$ cat config.mk
export PLATFORM = sky130hd
export DESIGN_NAME = dds_top
export DESIGN_NICKNAME = d
export VERILOG_FILES = /design/src/verilog/dds_pkg.sv /design/src/verilog/key_control.sv /design/src/verilog/phase_accum.sv /design/src/verilog/wave_synth.sv /design/src/verilog/amp_scale.sv /design/src/verilog/dds_top.sv
export VERILOG_INCLUDE_DIRS = /design/src /design/src/include
export SDC_FILE = /design/constraint.sdc
export NUM_CORES = 1
export LEC_CHECK = 0
export ABC_CLOCK_PERIOD_IN_PS = 4800
export BUFFER_PORTS_ARGS = -buffer_cell sky130_fd_sc_hd__buf_4
export CAP_MARGIN = 10
export CORE_ASPECT_RATIO = 1.75
export CORE_MARGIN = 5
export CORE_UTILIZATION = 44
export CTS_BUF_LIST = sky130_fd_sc_hd__clkbuf_16
export DETAILED_ROUTE_END_ITERATION = 7
export PLACE_DENSITY_LB_ADDON = 0.25
export SKIP_CTS_REPAIR_TIMING = 1
export SLEW_MARGIN = 20
export SYNTH_ARGS = -nofsm -noshare
export SYNTH_HDL_FRONTEND = slang
export SYNTH_SLANG_ARGS = --single-unit
$ cat constraint.sdc
create_clock -name sys_clk -period 4.8 [get_ports sys_clk]
set_input_delay 0.48 -clock sys_clk [delete_from_list [all_inputs] [get_ports sys_clk]]
set_output_delay 0.48 -clock sys_clk [all_outputs]
set_load 0.01 [all_outputs]
$ cat src/include/sine_quarter.svh
// first quarter of a sine period, 127 * sin(i * pi / 126)
// entry 63 is the crest so quadrants 0 and 1 mirror cleanly
localparam logic [6:0] SINE_QUARTER [64] = '{
  7'd0,   7'd3,   7'd6,   7'd9,      // 0..3
  7'd13,  7'd16,  7'd19,  7'd22,     // 4..7
  7'd25,  7'd28,  7'd31,  7'd34,     // 8..11
  7'd37,  7'd40,  7'd43,  7'd46,     // 12..15
  7'd49,  7'd52,  7'd55,  7'd58,     // 16..19
  7'd61,  7'd64,  7'd66,  7'd69,     // 20..23
  7'd72,  7'd74,  7'd77,  7'd79,     // 24..27
  7'd82,  7'd84,  7'd86,  7'd89,     // 28..31
  7'd91,  7'd93,  7'd95,  7'd97,     // 32..35
  7'd99,  7'd101, 7'd103, 7'd105,    // 36..39
  7'd107, 7'd108, 7'd110, 7'd112,    // 40..43
  7'd113, 7'd114, 7'd116, 7'd117,    // 44..47
  7'd118, 7'd119, 7'd120, 7'd121,    // 48..51
  7'd122, 7'd123, 7'd124, 7'd124,    // 52..55
  7'd125, 7'd126, 7'd126, 7'd126,    // 56..59
  7'd127, 7'd127, 7'd127, 7'd127     // 60..63
};

$ cat src/verilog/dds_pkg.sv
`default_nettype none

package dds_pkg;

  // datapath widths
  localparam int ACC_BITS    = 32;   // phase accumulator
  localparam int PHASE_BITS  = 8;    // phase word fed to the synthesizer
  localparam int SAMPLE_BITS = 8;    // DAC sample
  localparam int AMP_BITS    = 9;    // 256 is unity gain

  // waveform codes, one per key
  localparam int WAVE_BITS = 2;
  localparam logic [WAVE_BITS-1:0] WAVE_SINE     = 2'd0;   // key 0
  localparam logic [WAVE_BITS-1:0] WAVE_SQUARE   = 2'd1;   // key 1
  localparam logic [WAVE_BITS-1:0] WAVE_TRIANGLE = 2'd2;   // key 2
  localparam logic [WAVE_BITS-1:0] WAVE_SAW      = 2'd3;   // key 3

  // key debounce, 20 us at 50 MHz
  localparam int DEBOUNCE_CYCLES = 1000;
  localparam int DEB_CNT_BITS    = $clog2(DEBOUNCE_CYCLES + 1);
  localparam logic [DEB_CNT_BITS-1:0] DEB_CNT_MAX = DEB_CNT_BITS'(DEBOUNCE_CYCLES);

  // sine lookup splits the phase into quadrant and table index
  typedef struct packed {
    logic [1:0] quadrant;   // which quarter of the period
    logic [5:0] index;      // position inside the quarter
  } phase_quarter_t;

  // one phase word, read raw or as quadrant/index
  typedef union packed {
    logic [PHASE_BITS-1:0] raw;       // square, triangle, sawtooth
    phase_quarter_t        quarter;   // sine
  } phase_word_u;

endpackage

`default_nettype wire

$ cat src/verilog/key_control.sv
`timescale 1ns/1ps
`default_nettype none

module key_control (
  input  wire                            sys_clk,
  input  wire                            rst,
  input  wire  [3:0]                     key,          // push keys, active low
  output logic [dds_pkg::WAVE_BITS-1:0]  wave_select   // also lights the LEDs
);

  import dds_pkg::*;

  logic [3:0]              key_meta;      // first synchronizer stage
  logic [3:0]              key_sync;      // second synchronizer stage
  logic [3:0]              key_last;      // previous synchronized pattern
  logic [DEB_CNT_BITS-1:0] stable_cnt;    // cycles without a change
  logic                    accepted;      // pattern already acted on
  logic                    stable;
  logic                    press_valid;   // exactly one key down
  logic [WAVE_BITS-1:0]    press_code;

  always_ff @(posedge sys_clk) begin
    if (rst) begin
      key_meta <= 4'hf;   // released
      key_sync <= 4'hf;
      key_last <= 4'hf;
    end else begin
      key_meta <= key;
      key_sync <= key_meta;
      key_last <= key_sync;
    end
  end

  assign stable = (stable_cnt == DEB_CNT_MAX);

  // restart on any edge; hold at the limit until the pattern moves
  always_ff @(posedge sys_clk) begin
    if (rst) begin
      stable_cnt <= '0;
      accepted   <= 1'b0;
    end else if (key_sync != key_last) begin
      stable_cnt <= '0;
      accepted   <= 1'b0;
    end else if (!stable) begin
      stable_cnt <= stable_cnt + 1'b1;
    end else begin
      accepted <= 1'b1;   // one shot per stable pattern
    end
  end

  always_comb begin
    press_valid = 1'b1;
    press_code  = WAVE_SINE;
    case (key_sync)
      4'b1110: press_code = WAVE_SINE;
      4'b1101: press_code = WAVE_SQUARE;
      4'b1011: press_code = WAVE_TRIANGLE;
      4'b0111: press_code = WAVE_SAW;
      default: press_valid = 1'b0;   // none or several keys down
    endcase
  end

  always_ff @(posedge sys_clk) begin
    if (rst) begin
      wave_select <= WAVE_SINE;
    end else if (stable && !accepted && press_valid) begin
      wave_select <= press_code;
    end
  end

endmodule

`default_nettype wire

$ cat src/verilog/phase_accum.sv
`timescale 1ns/1ps
`default_nettype none

module phase_accum (
  input  wire                            sys_clk,
  input  wire                            rst,
  input  wire  [dds_pkg::ACC_BITS-1:0]   freq_ctl,    // phase step per cycle
  input  wire  [dds_pkg::PHASE_BITS-1:0] phase_ctl,   // phase offset
  output dds_pkg::phase_word_u           phase
);

  import dds_pkg::*;

  logic [ACC_BITS-1:0]   acc;       // wraps naturally
  logic [PHASE_BITS-1:0] acc_top;   // coarse phase before offset

  assign acc_top = acc[ACC_BITS-1 -: PHASE_BITS];

  always_ff @(posedge sys_clk) begin
    if (rst) begin
      acc   <= '0;
      phase <= '0;
    end else begin
      acc       <= acc + freq_ctl;
      phase.raw <= acc_top + phase_ctl;   // modulo 256
    end
  end

endmodule

`default_nettype wire

$ cat src/verilog/wave_synth.sv
`timescale 1ns/1ps
`default_nettype none

module wave_synth (
  input  wire                             sys_clk,
  input  wire                             rst,
  input  wire  dds_pkg::phase_word_u      phase,
  input  wire  [dds_pkg::WAVE_BITS-1:0]   wave_select,
  output logic [dds_pkg::SAMPLE_BITS-1:0] sample        // unsigned, mid scale 128
);

  import dds_pkg::*;

  `include "sine_quarter.svh"

  logic [5:0]             sine_idx;     // mirrored in odd quadrants
  logic [6:0]             sine_mag;
  logic [SAMPLE_BITS-1:0] sine_val;
  logic [SAMPLE_BITS-1:0] square_val;
  logic [PHASE_BITS-1:0]  phase_x2;
  logic [SAMPLE_BITS-1:0] tri_val;
  logic [SAMPLE_BITS-1:0] wave_val;

  // 63 - index is the bit inverse of a 6-bit index
  assign sine_idx = phase.quarter.quadrant[0] ? ~phase.quarter.index
                                              : phase.quarter.index;
  assign sine_mag = SINE_QUARTER[sine_idx];

  always_comb begin
    if (phase.quarter.quadrant[1]) begin
      sine_val = 8'd127 - {1'b0, sine_mag};   // lower half period
    end else begin
      sine_val = 8'd128 + {1'b0, sine_mag};
    end
  end

  assign square_val = phase.raw[PHASE_BITS-1] ? 8'd0 : 8'd255;

  // rising ramp, then folded back down
  assign phase_x2 = {phase.raw[PHASE_BITS-2:0], 1'b0};
  assign tri_val  = phase.raw[PHASE_BITS-1] ? ~phase_x2 : phase_x2;

  always_comb begin
    case (wave_select)
      WAVE_SINE:     wave_val = sine_val;
      WAVE_SQUARE:   wave_val = square_val;
      WAVE_TRIANGLE: wave_val = tri_val;
      default:       wave_val = phase.raw;   // sawtooth
    endcase
  end

  always_ff @(posedge sys_clk) begin
    if (rst) begin
      sample <= '0;
    end else begin
      sample <= wave_val;
    end
  end

endmodule

`default_nettype wire

$ cat src/verilog/amp_scale.sv
`timescale 1ns/1ps
`default_nettype none

module amp_scale (
  input  wire                             sys_clk,
  input  wire                             rst,
  input  wire  [dds_pkg::SAMPLE_BITS-1:0] sample,
  input  wire  [dds_pkg::AMP_BITS-1:0]    amp_ctl,    // 256 passes the sample through
  output logic [dds_pkg::SAMPLE_BITS-1:0] data_out    // toward the DAC
);

  import dds_pkg::*;

  localparam int PROD_BITS = SAMPLE_BITS + AMP_BITS;

  logic [PROD_BITS-1:0]   product;
  logic [SAMPLE_BITS-1:0] scaled;

  assign product = sample * amp_ctl;

  // divide by 256, clip once the product passes full scale
  assign scaled = product[PROD_BITS-1] ? '1
                                       : product[PROD_BITS-2 -: SAMPLE_BITS];

  always_ff @(posedge sys_clk) begin
    if (rst) begin
      data_out <= '0;
    end else begin
      data_out <= scaled;
    end
  end

endmodule

`default_nettype wire

$ cat src/verilog/dds_top.sv
`timescale 1ns/1ps
`default_nettype none

module dds_top (
  input  wire                             sys_clk,       // 50 MHz
  input  wire                             rst,
  input  wire  [3:0]                      key,           // active low
  input  wire  [dds_pkg::ACC_BITS-1:0]    freq_ctl,
  input  wire  [dds_pkg::PHASE_BITS-1:0]  phase_ctl,
  input  wire  [dds_pkg::AMP_BITS-1:0]    amp_ctl,
  output wire  [dds_pkg::SAMPLE_BITS-1:0] data_out,      // DAC sample
  output wire  [dds_pkg::WAVE_BITS-1:0]   wave_select    // LEDs
);

  import dds_pkg::*;

  wire phase_word_u            phase;
  wire [SAMPLE_BITS-1:0]       sample;

  key_control u_key_control (
    .sys_clk    (sys_clk),
    .rst        (rst),
    .key        (key),
    .wave_select(wave_select)
  );

  phase_accum u_phase_accum (
    .sys_clk  (sys_clk),
    .rst      (rst),
    .freq_ctl (freq_ctl),
    .phase_ctl(phase_ctl),
    .phase    (phase)
  );

  wave_synth u_wave_synth (
    .sys_clk    (sys_clk),
    .rst        (rst),
    .phase      (phase),
    .wave_select(wave_select),   // applied one stage after phase
    .sample     (sample)
  );

  amp_scale u_amp_scale (
    .sys_clk (sys_clk),
    .rst     (rst),
    .sample  (sample),
    .amp_ctl (amp_ctl),
    .data_out(data_out)
  );

endmodule

`default_nettype wire

Word-level counts from Yosys, hierarchy flattened
Memories as Yosys holds them, arrays and structs flattened.
Index checks and enable logic that the tools add are counted.
Widths: inputs -> output; s select.
- reductions and logical operators: 6
- eq/ne operators: 8
- $add $sub $neg: 5
- bitwise logic cells: 3
- $mul: 1
- magnitude comparators: 1
- muxes and demuxes: 10
- operators by type and width (cell ; number):
    $add 32x32->32 ; 1
    $mux 8 ; 4
    $pmux 8 s3 ; 1
    $mul 8x9->17 ; 1
    $mux 7 ; 2
    $eq 4x4->1 const B ; 3
    $add 10x1->10 const B ; 1
    $eq 10x10->1 const B ; 1
    $add 8x7->8 const A ; 1
    $add 8x8->8 ; 1
    $not 8->8 ; 1
    $sub 7x7->8 const A ; 1
    $ge 7x7->1 const B ; 1
    $not 6->7 ; 1
    $mux 6 ; 1
    $not 6->6 ; 1
    $pmux 2 s3 ; 1
    $eq 4x3->1 const B ; 1
    $ne 4x4->1 ; 1
    $reduce_or 4->1 ; 1
    $eq 2x1->1 const B ; 1
    $eq 2x2->1 const B ; 1
    $logic_and 1x1->1 ; 2
    $logic_not 2->1 ; 1
    other kinds (3) ; 3
- bits in registers: 81
- bits in read-only memories: 448
- output and inout bits: 10
- memories kept: 1
- word-level logic and storage cells: 45
- bits of input ports: 55
- memory list (name ; words ; width ; rd ports ; clocked after Yosys merged registers in ; write ports ; RTL line ; RTL):
    (no name shown) ; 64 ; 7 ; 1 ; 0 ; 0 ; wave_synth.sv:27 ; assign sine_mag = SINE_QUARTER[sine_idx];

Depth between registers and ports, before layout
- depth after elaboration: 9
- mapped depth: 17
- mapped depth without buffers: 17

Hierarchy
A second synthesis with hierarchy kept.
- cell total of the unflattened synthesis: 1010
- area, all modules: 8396.8 µm²
- by module, submodules not included (module ; times used ; area an instance (µm²) ; seq. area each (µm²) ; cells an instance):
    phase_accum ; 1 ; 3037.9 ; 800.8 ; 379
    amp_scale ; 1 ; 2373.5 ; 160.2 ; 253
    wave_synth ; 1 ; 1971.9 ; 160.2 ; 279
    key_control ; 1 ; 1013.5 ; 500.5 ; 99

Least setup slack after synthesis
No wires, ideal clock.
- kind: input-to-reg
- from: input port amp_ctl[2] (netlist bit)
- to: register u_amp_scale.data_out[0] (netlist bit)
- path buffers: 0
- data required time: 4.730 ns
- stages: 15
- path slack: 0.320 ns
- arrival time: 4.409 ns
- setup time: 0.070 ns
- cells stage by stage: and2_1 > fa_1 > fa_1 > fa_1 > inv_1 > fa_1 > inv_1 > ha_1 > a211o_1 > a21oi_1 > o21ai_0 > a41oi_2 > nor2_1 > a211o_1 > a21oi_1
- cells in the longest elaborated chain, start to end: 2
- RTL lines (element ; RTL line ; RTL):
    start, declared ; dds_top.sv:10 ; input wire [dds_pkg::AMP_BITS-1:0] amp_ctl,
    $mul 8x9->17 ; amp_scale.sv:19 ; assign product = sample * amp_ctl;
    $mux 8 ; amp_scale.sv:22 ; assign scaled = product[PROD_BITS-1] ? '1
    end signal, assigned ; amp_scale.sv:29 ; data_out <= scaled;
    end, declared ; amp_scale.sv:9 ; output logic [dds_pkg::SAMPLE_BITS-1:0] data_out
No other way between the ends.
A chain may end at the register's enable or synchronous reset.

Worst setup path after layout
- from: register u_wave_synth.sample[4] (netlist bit)
- to: register u_amp_scale.data_out[4] (netlist bit)
- cells in the longest elaborated chain, start to end: 2
- RTL lines (element ; RTL line ; RTL):
    start, declared ; wave_synth.sv:9 ; output logic [dds_pkg::SAMPLE_BITS-1:0] sample
    start signal, assigned ; wave_synth.sv:56 ; sample <= wave_val;
    $mul 8x9->17 ; amp_scale.sv:19 ;
    $mux 8 ; amp_scale.sv:22 ;
No other way between the ends.

==> impl_metrics.json <==
{
  "busiest_layer": "met2",
  "dieArea_um2": 21000,
  "end_kind": "flip-flop",
  "hold_slack_ps": 317,
  "p_sw_mw": 2.89,
  "place_congestion": 0.868,
  "yosysSeqAreaShare_pct": 20.3,
  "layout_commonest_cell": "nor2_1",
  "rows": 65,
  "worstMarginPinSlew_ps": 822,
  "antenna_found_initial": 0,
  "synth_edf_count": 0,
  "min-delay-start": "key[3]",
  "yosys_warnings": 0,
  "p_leak_nw": 4.03,
  "vias": 6915,
  "final_hold_viol_count": 0,
  "core_area_um2": 18000,
  "finalNonFillerCells": 1254,
  "mostFrequentLayoutCells": "nor2_1, ha_1, dfxtp_1",
  "hold_path_depth": 2,
  "cts.path.max_buffers": 2,
  "drc": 0,
  "power_frac_clock_pct": 12.7,
  "cts_buffers": 9,
  "worst-setup-path-type": "reg2reg",
  "period_minus_slack_ps": 4540,
  "first_pass_iters": 4,
  "grt_util_met3_pct": 2.84,
  "p_int_mw": 3.21,
  "p_sw_share_pct": 47.3,
  "drt_wl_total_mm": 19.8,
  "path_cells": "and2_1 -> fa_1 -> fa_1 -> fa_1 -> inv_1 -> fa_1 -> inv_1 -> ha_1 -> a211o_1 -> a21oi_2 -> o21ai_0 -> a41oi_2 -> nor2_1 -> a211o_4 -> a21oi_1",
  "root_buffer": "clkbuf_16",
  "fin_util_pct": 50.0,
  "combPwrFrac_pct": 69.3,
  "critical_path_buf_inv_count": 2,
  "vdd_ir_drop_max_mv": 0.347,
  "r2r-start": "u_wave_synth.sample[4]",
  "grt_use_met1_pct": 19.1,
  "clock_latency_ps": 350,
  "cts_sinks": 81,
  "p_per_area_nw_per_um2": 679,
  "fin_crit_sh_pct": 94.5,
  "setup.worst_path.start_class": "flip-flop",
  "hold_path.class": "in2reg",
  "drive_above_1_share_pct": 13.2,
  "cts_tree": "built",
  "crit_family": "adder cells",
  "outcome": "finished clean",
  "critPathMaxStageDelay_ps": 550,
  "ys_seq_elements": 81,
  "slowest_stage": "fa_1",
  "startpoint": "u_wave_synth.sample[4]",
  "die_y_um": 188,
  "crit_fanout": 9,
  "clk_pin_slew_worst_paths_ps": 60,
  "pin_count": 65,
  "async_flop_share_pct": 0,
  "dp_hpwl_mm": 15.4,
  "crit_path_frequent_cell": "fa_1",
  "use_met2_pct": 37.8,
  "areaGrowthSynthToFinish_pct": 12.8,
  "grt_usage_pct": 19.4,
  "wl_per_cell_um": 15.8,
  "synth_cells": 974,
  "floorplan.initialDensity_pct": 44.3,
  "power.total_mw": 6.10,
  "ant_nets": 0,
  "cap_violations": 0,
  "synthDistinctLibCells": 75,
  "arrival_ps": 4800,
  "placed_cells": 1238,
  "nNetsFinal": 1192,
  "grt_pass1_vias": 7198,
  "io_buffers": 64,
  "grt_max_degree": 75,
  "dieWidth_um": 112,
  "netlist_area_um2": 7970,
  "drt_iter0_markers": 330,
  "avgSynthCellArea_um2": 8.18,
  "grt_overflow": 0,
  "avgViaCountPerCell": 5.51,
  "cp.required_ps": 5070,
  "setup_viol_count_final": 0,
  "r2r_cells": 15,
  "drv_slew": 0,
  "path_depth": 15,
  "cts-htree-levels": 3,
  "skew_ps": 11.0,
  "clock.fmax_ghz": 0.220,
  "maxSlewHeadroom_pct": 45.1,
  "diodes": 0,
  "synth_nets": 1151,
  "synth_flop_cell": "dfxtp_1",
  "grt_pass1_wl_mm": 33.5,
  "seqPwrFrac_pct": 18.0
}
## final timing paths
check	endpoint	slack [ps]
max	u_amp_scale.data_out[4]	260
min	u_key_control.key_meta[3]	320
max reg2reg	u_amp_scale.data_out[4]	260
min reg2reg	u_key_control.key_sync[3]	410
## synthesized netlist by cell type (16+ instances only)
cell | instances | area [um^2]
ha_1 | 79 | 988
o21ai_0 | 52 | 260
or2_2 | 16 | 100
fa_1 | 43 | 861
and2_1 | 65 | 407
a21oi_1 | 76 | 380
clkbuf_1 | 23 | 86.3
nor2b_1 | 22 | 138
inv_1 | 67 | 251
dfxtp_1 | 81 | 1620
nor3_1 | 26 | 130
nand2_1 | 62 | 233
xor2_1 | 26 | 228
nor2_1 | 81 | 304
xnor2_1 | 32 | 280
## metal layers
layer	wire length, um	vias up
met4	1040	0
met5	0	-
met3	589	54
met1	7140	3249
met2	11000	130
li1	-	3482
## cell families (layout without fill, tap and decap cells)
kind of cell / Yosys count / count (layout) / share of synthesized area, %
AO/OA/AOI/OAI: 245 / 245 / 20.3
XOR/XNOR: 59 / 59 / 6.58
adder cells (fa/ha/maj): 124 / 124 / 23.5
buffers and inverters: 110 / 156 / 5.56
flip-flops: 81 / 81 / 20.3
multiplexers: 13 / 13 / 1.71
AND/OR/NAND/NOR: 342 / 342 / 22.0
## per-stage QoR
step           setup TNS, ps  area, um^2  worst slack [ps]
4_1_cts                    0        8950              56.1
2_1_floorplan              0        7970               320
5_1_grt                -20.2        8990             -8.16
3_3_place_gp               0        8620              9.36
3_5_place_dp            -203        8620             -47.2
6_report                   0        8990               263
## final cells by class
type / count / area, um^2
Tap cell: 234 / 293
Clock inverter: 7 / 104
Sequential cell: 81 / 1630
Inverter: 67 / 251
Timing Repair Buffer: 73 / 548
Clock buffer: 9 / 225
Fill cell: 1775 / 8980
Multi-Input combinational cell: 783 / 5940
## power by group through the flow
| stage | clock (mW) | sequential, mW | combinational (mW) |
|---|---|---|---|
| 6_report | 0.777 | 1.10 | 4.23 |
| 5_1_grt | 0.829 | 1.13 | 4.85 |
| 4_1_cts | 0.801 | 1.09 | 4.21 |
| 3_5_place_dp | 0 | 1.11 | 4.17 |
| 3_3_place_gp | 0 | 1.11 | 4.16 |
| 2_1_floorplan | 0 | 0.984 | 3.28 |
## sequential cells by signal (all words and copies together), names as in the netlist
name	cells
u_key_control.key_meta	4
u_phase_accum.acc	32
u_amp_scale.data_out	8
u_key_control.key_sync	4
u_key_control.stable_cnt	10
u_key_control.wave_select	2
u_key_control.accepted	1
u_key_control.key_last	4
u_phase_accum.phase	8
u_wave_synth.sample	8
Note: power is estimated with default switching activity, not from simulation.
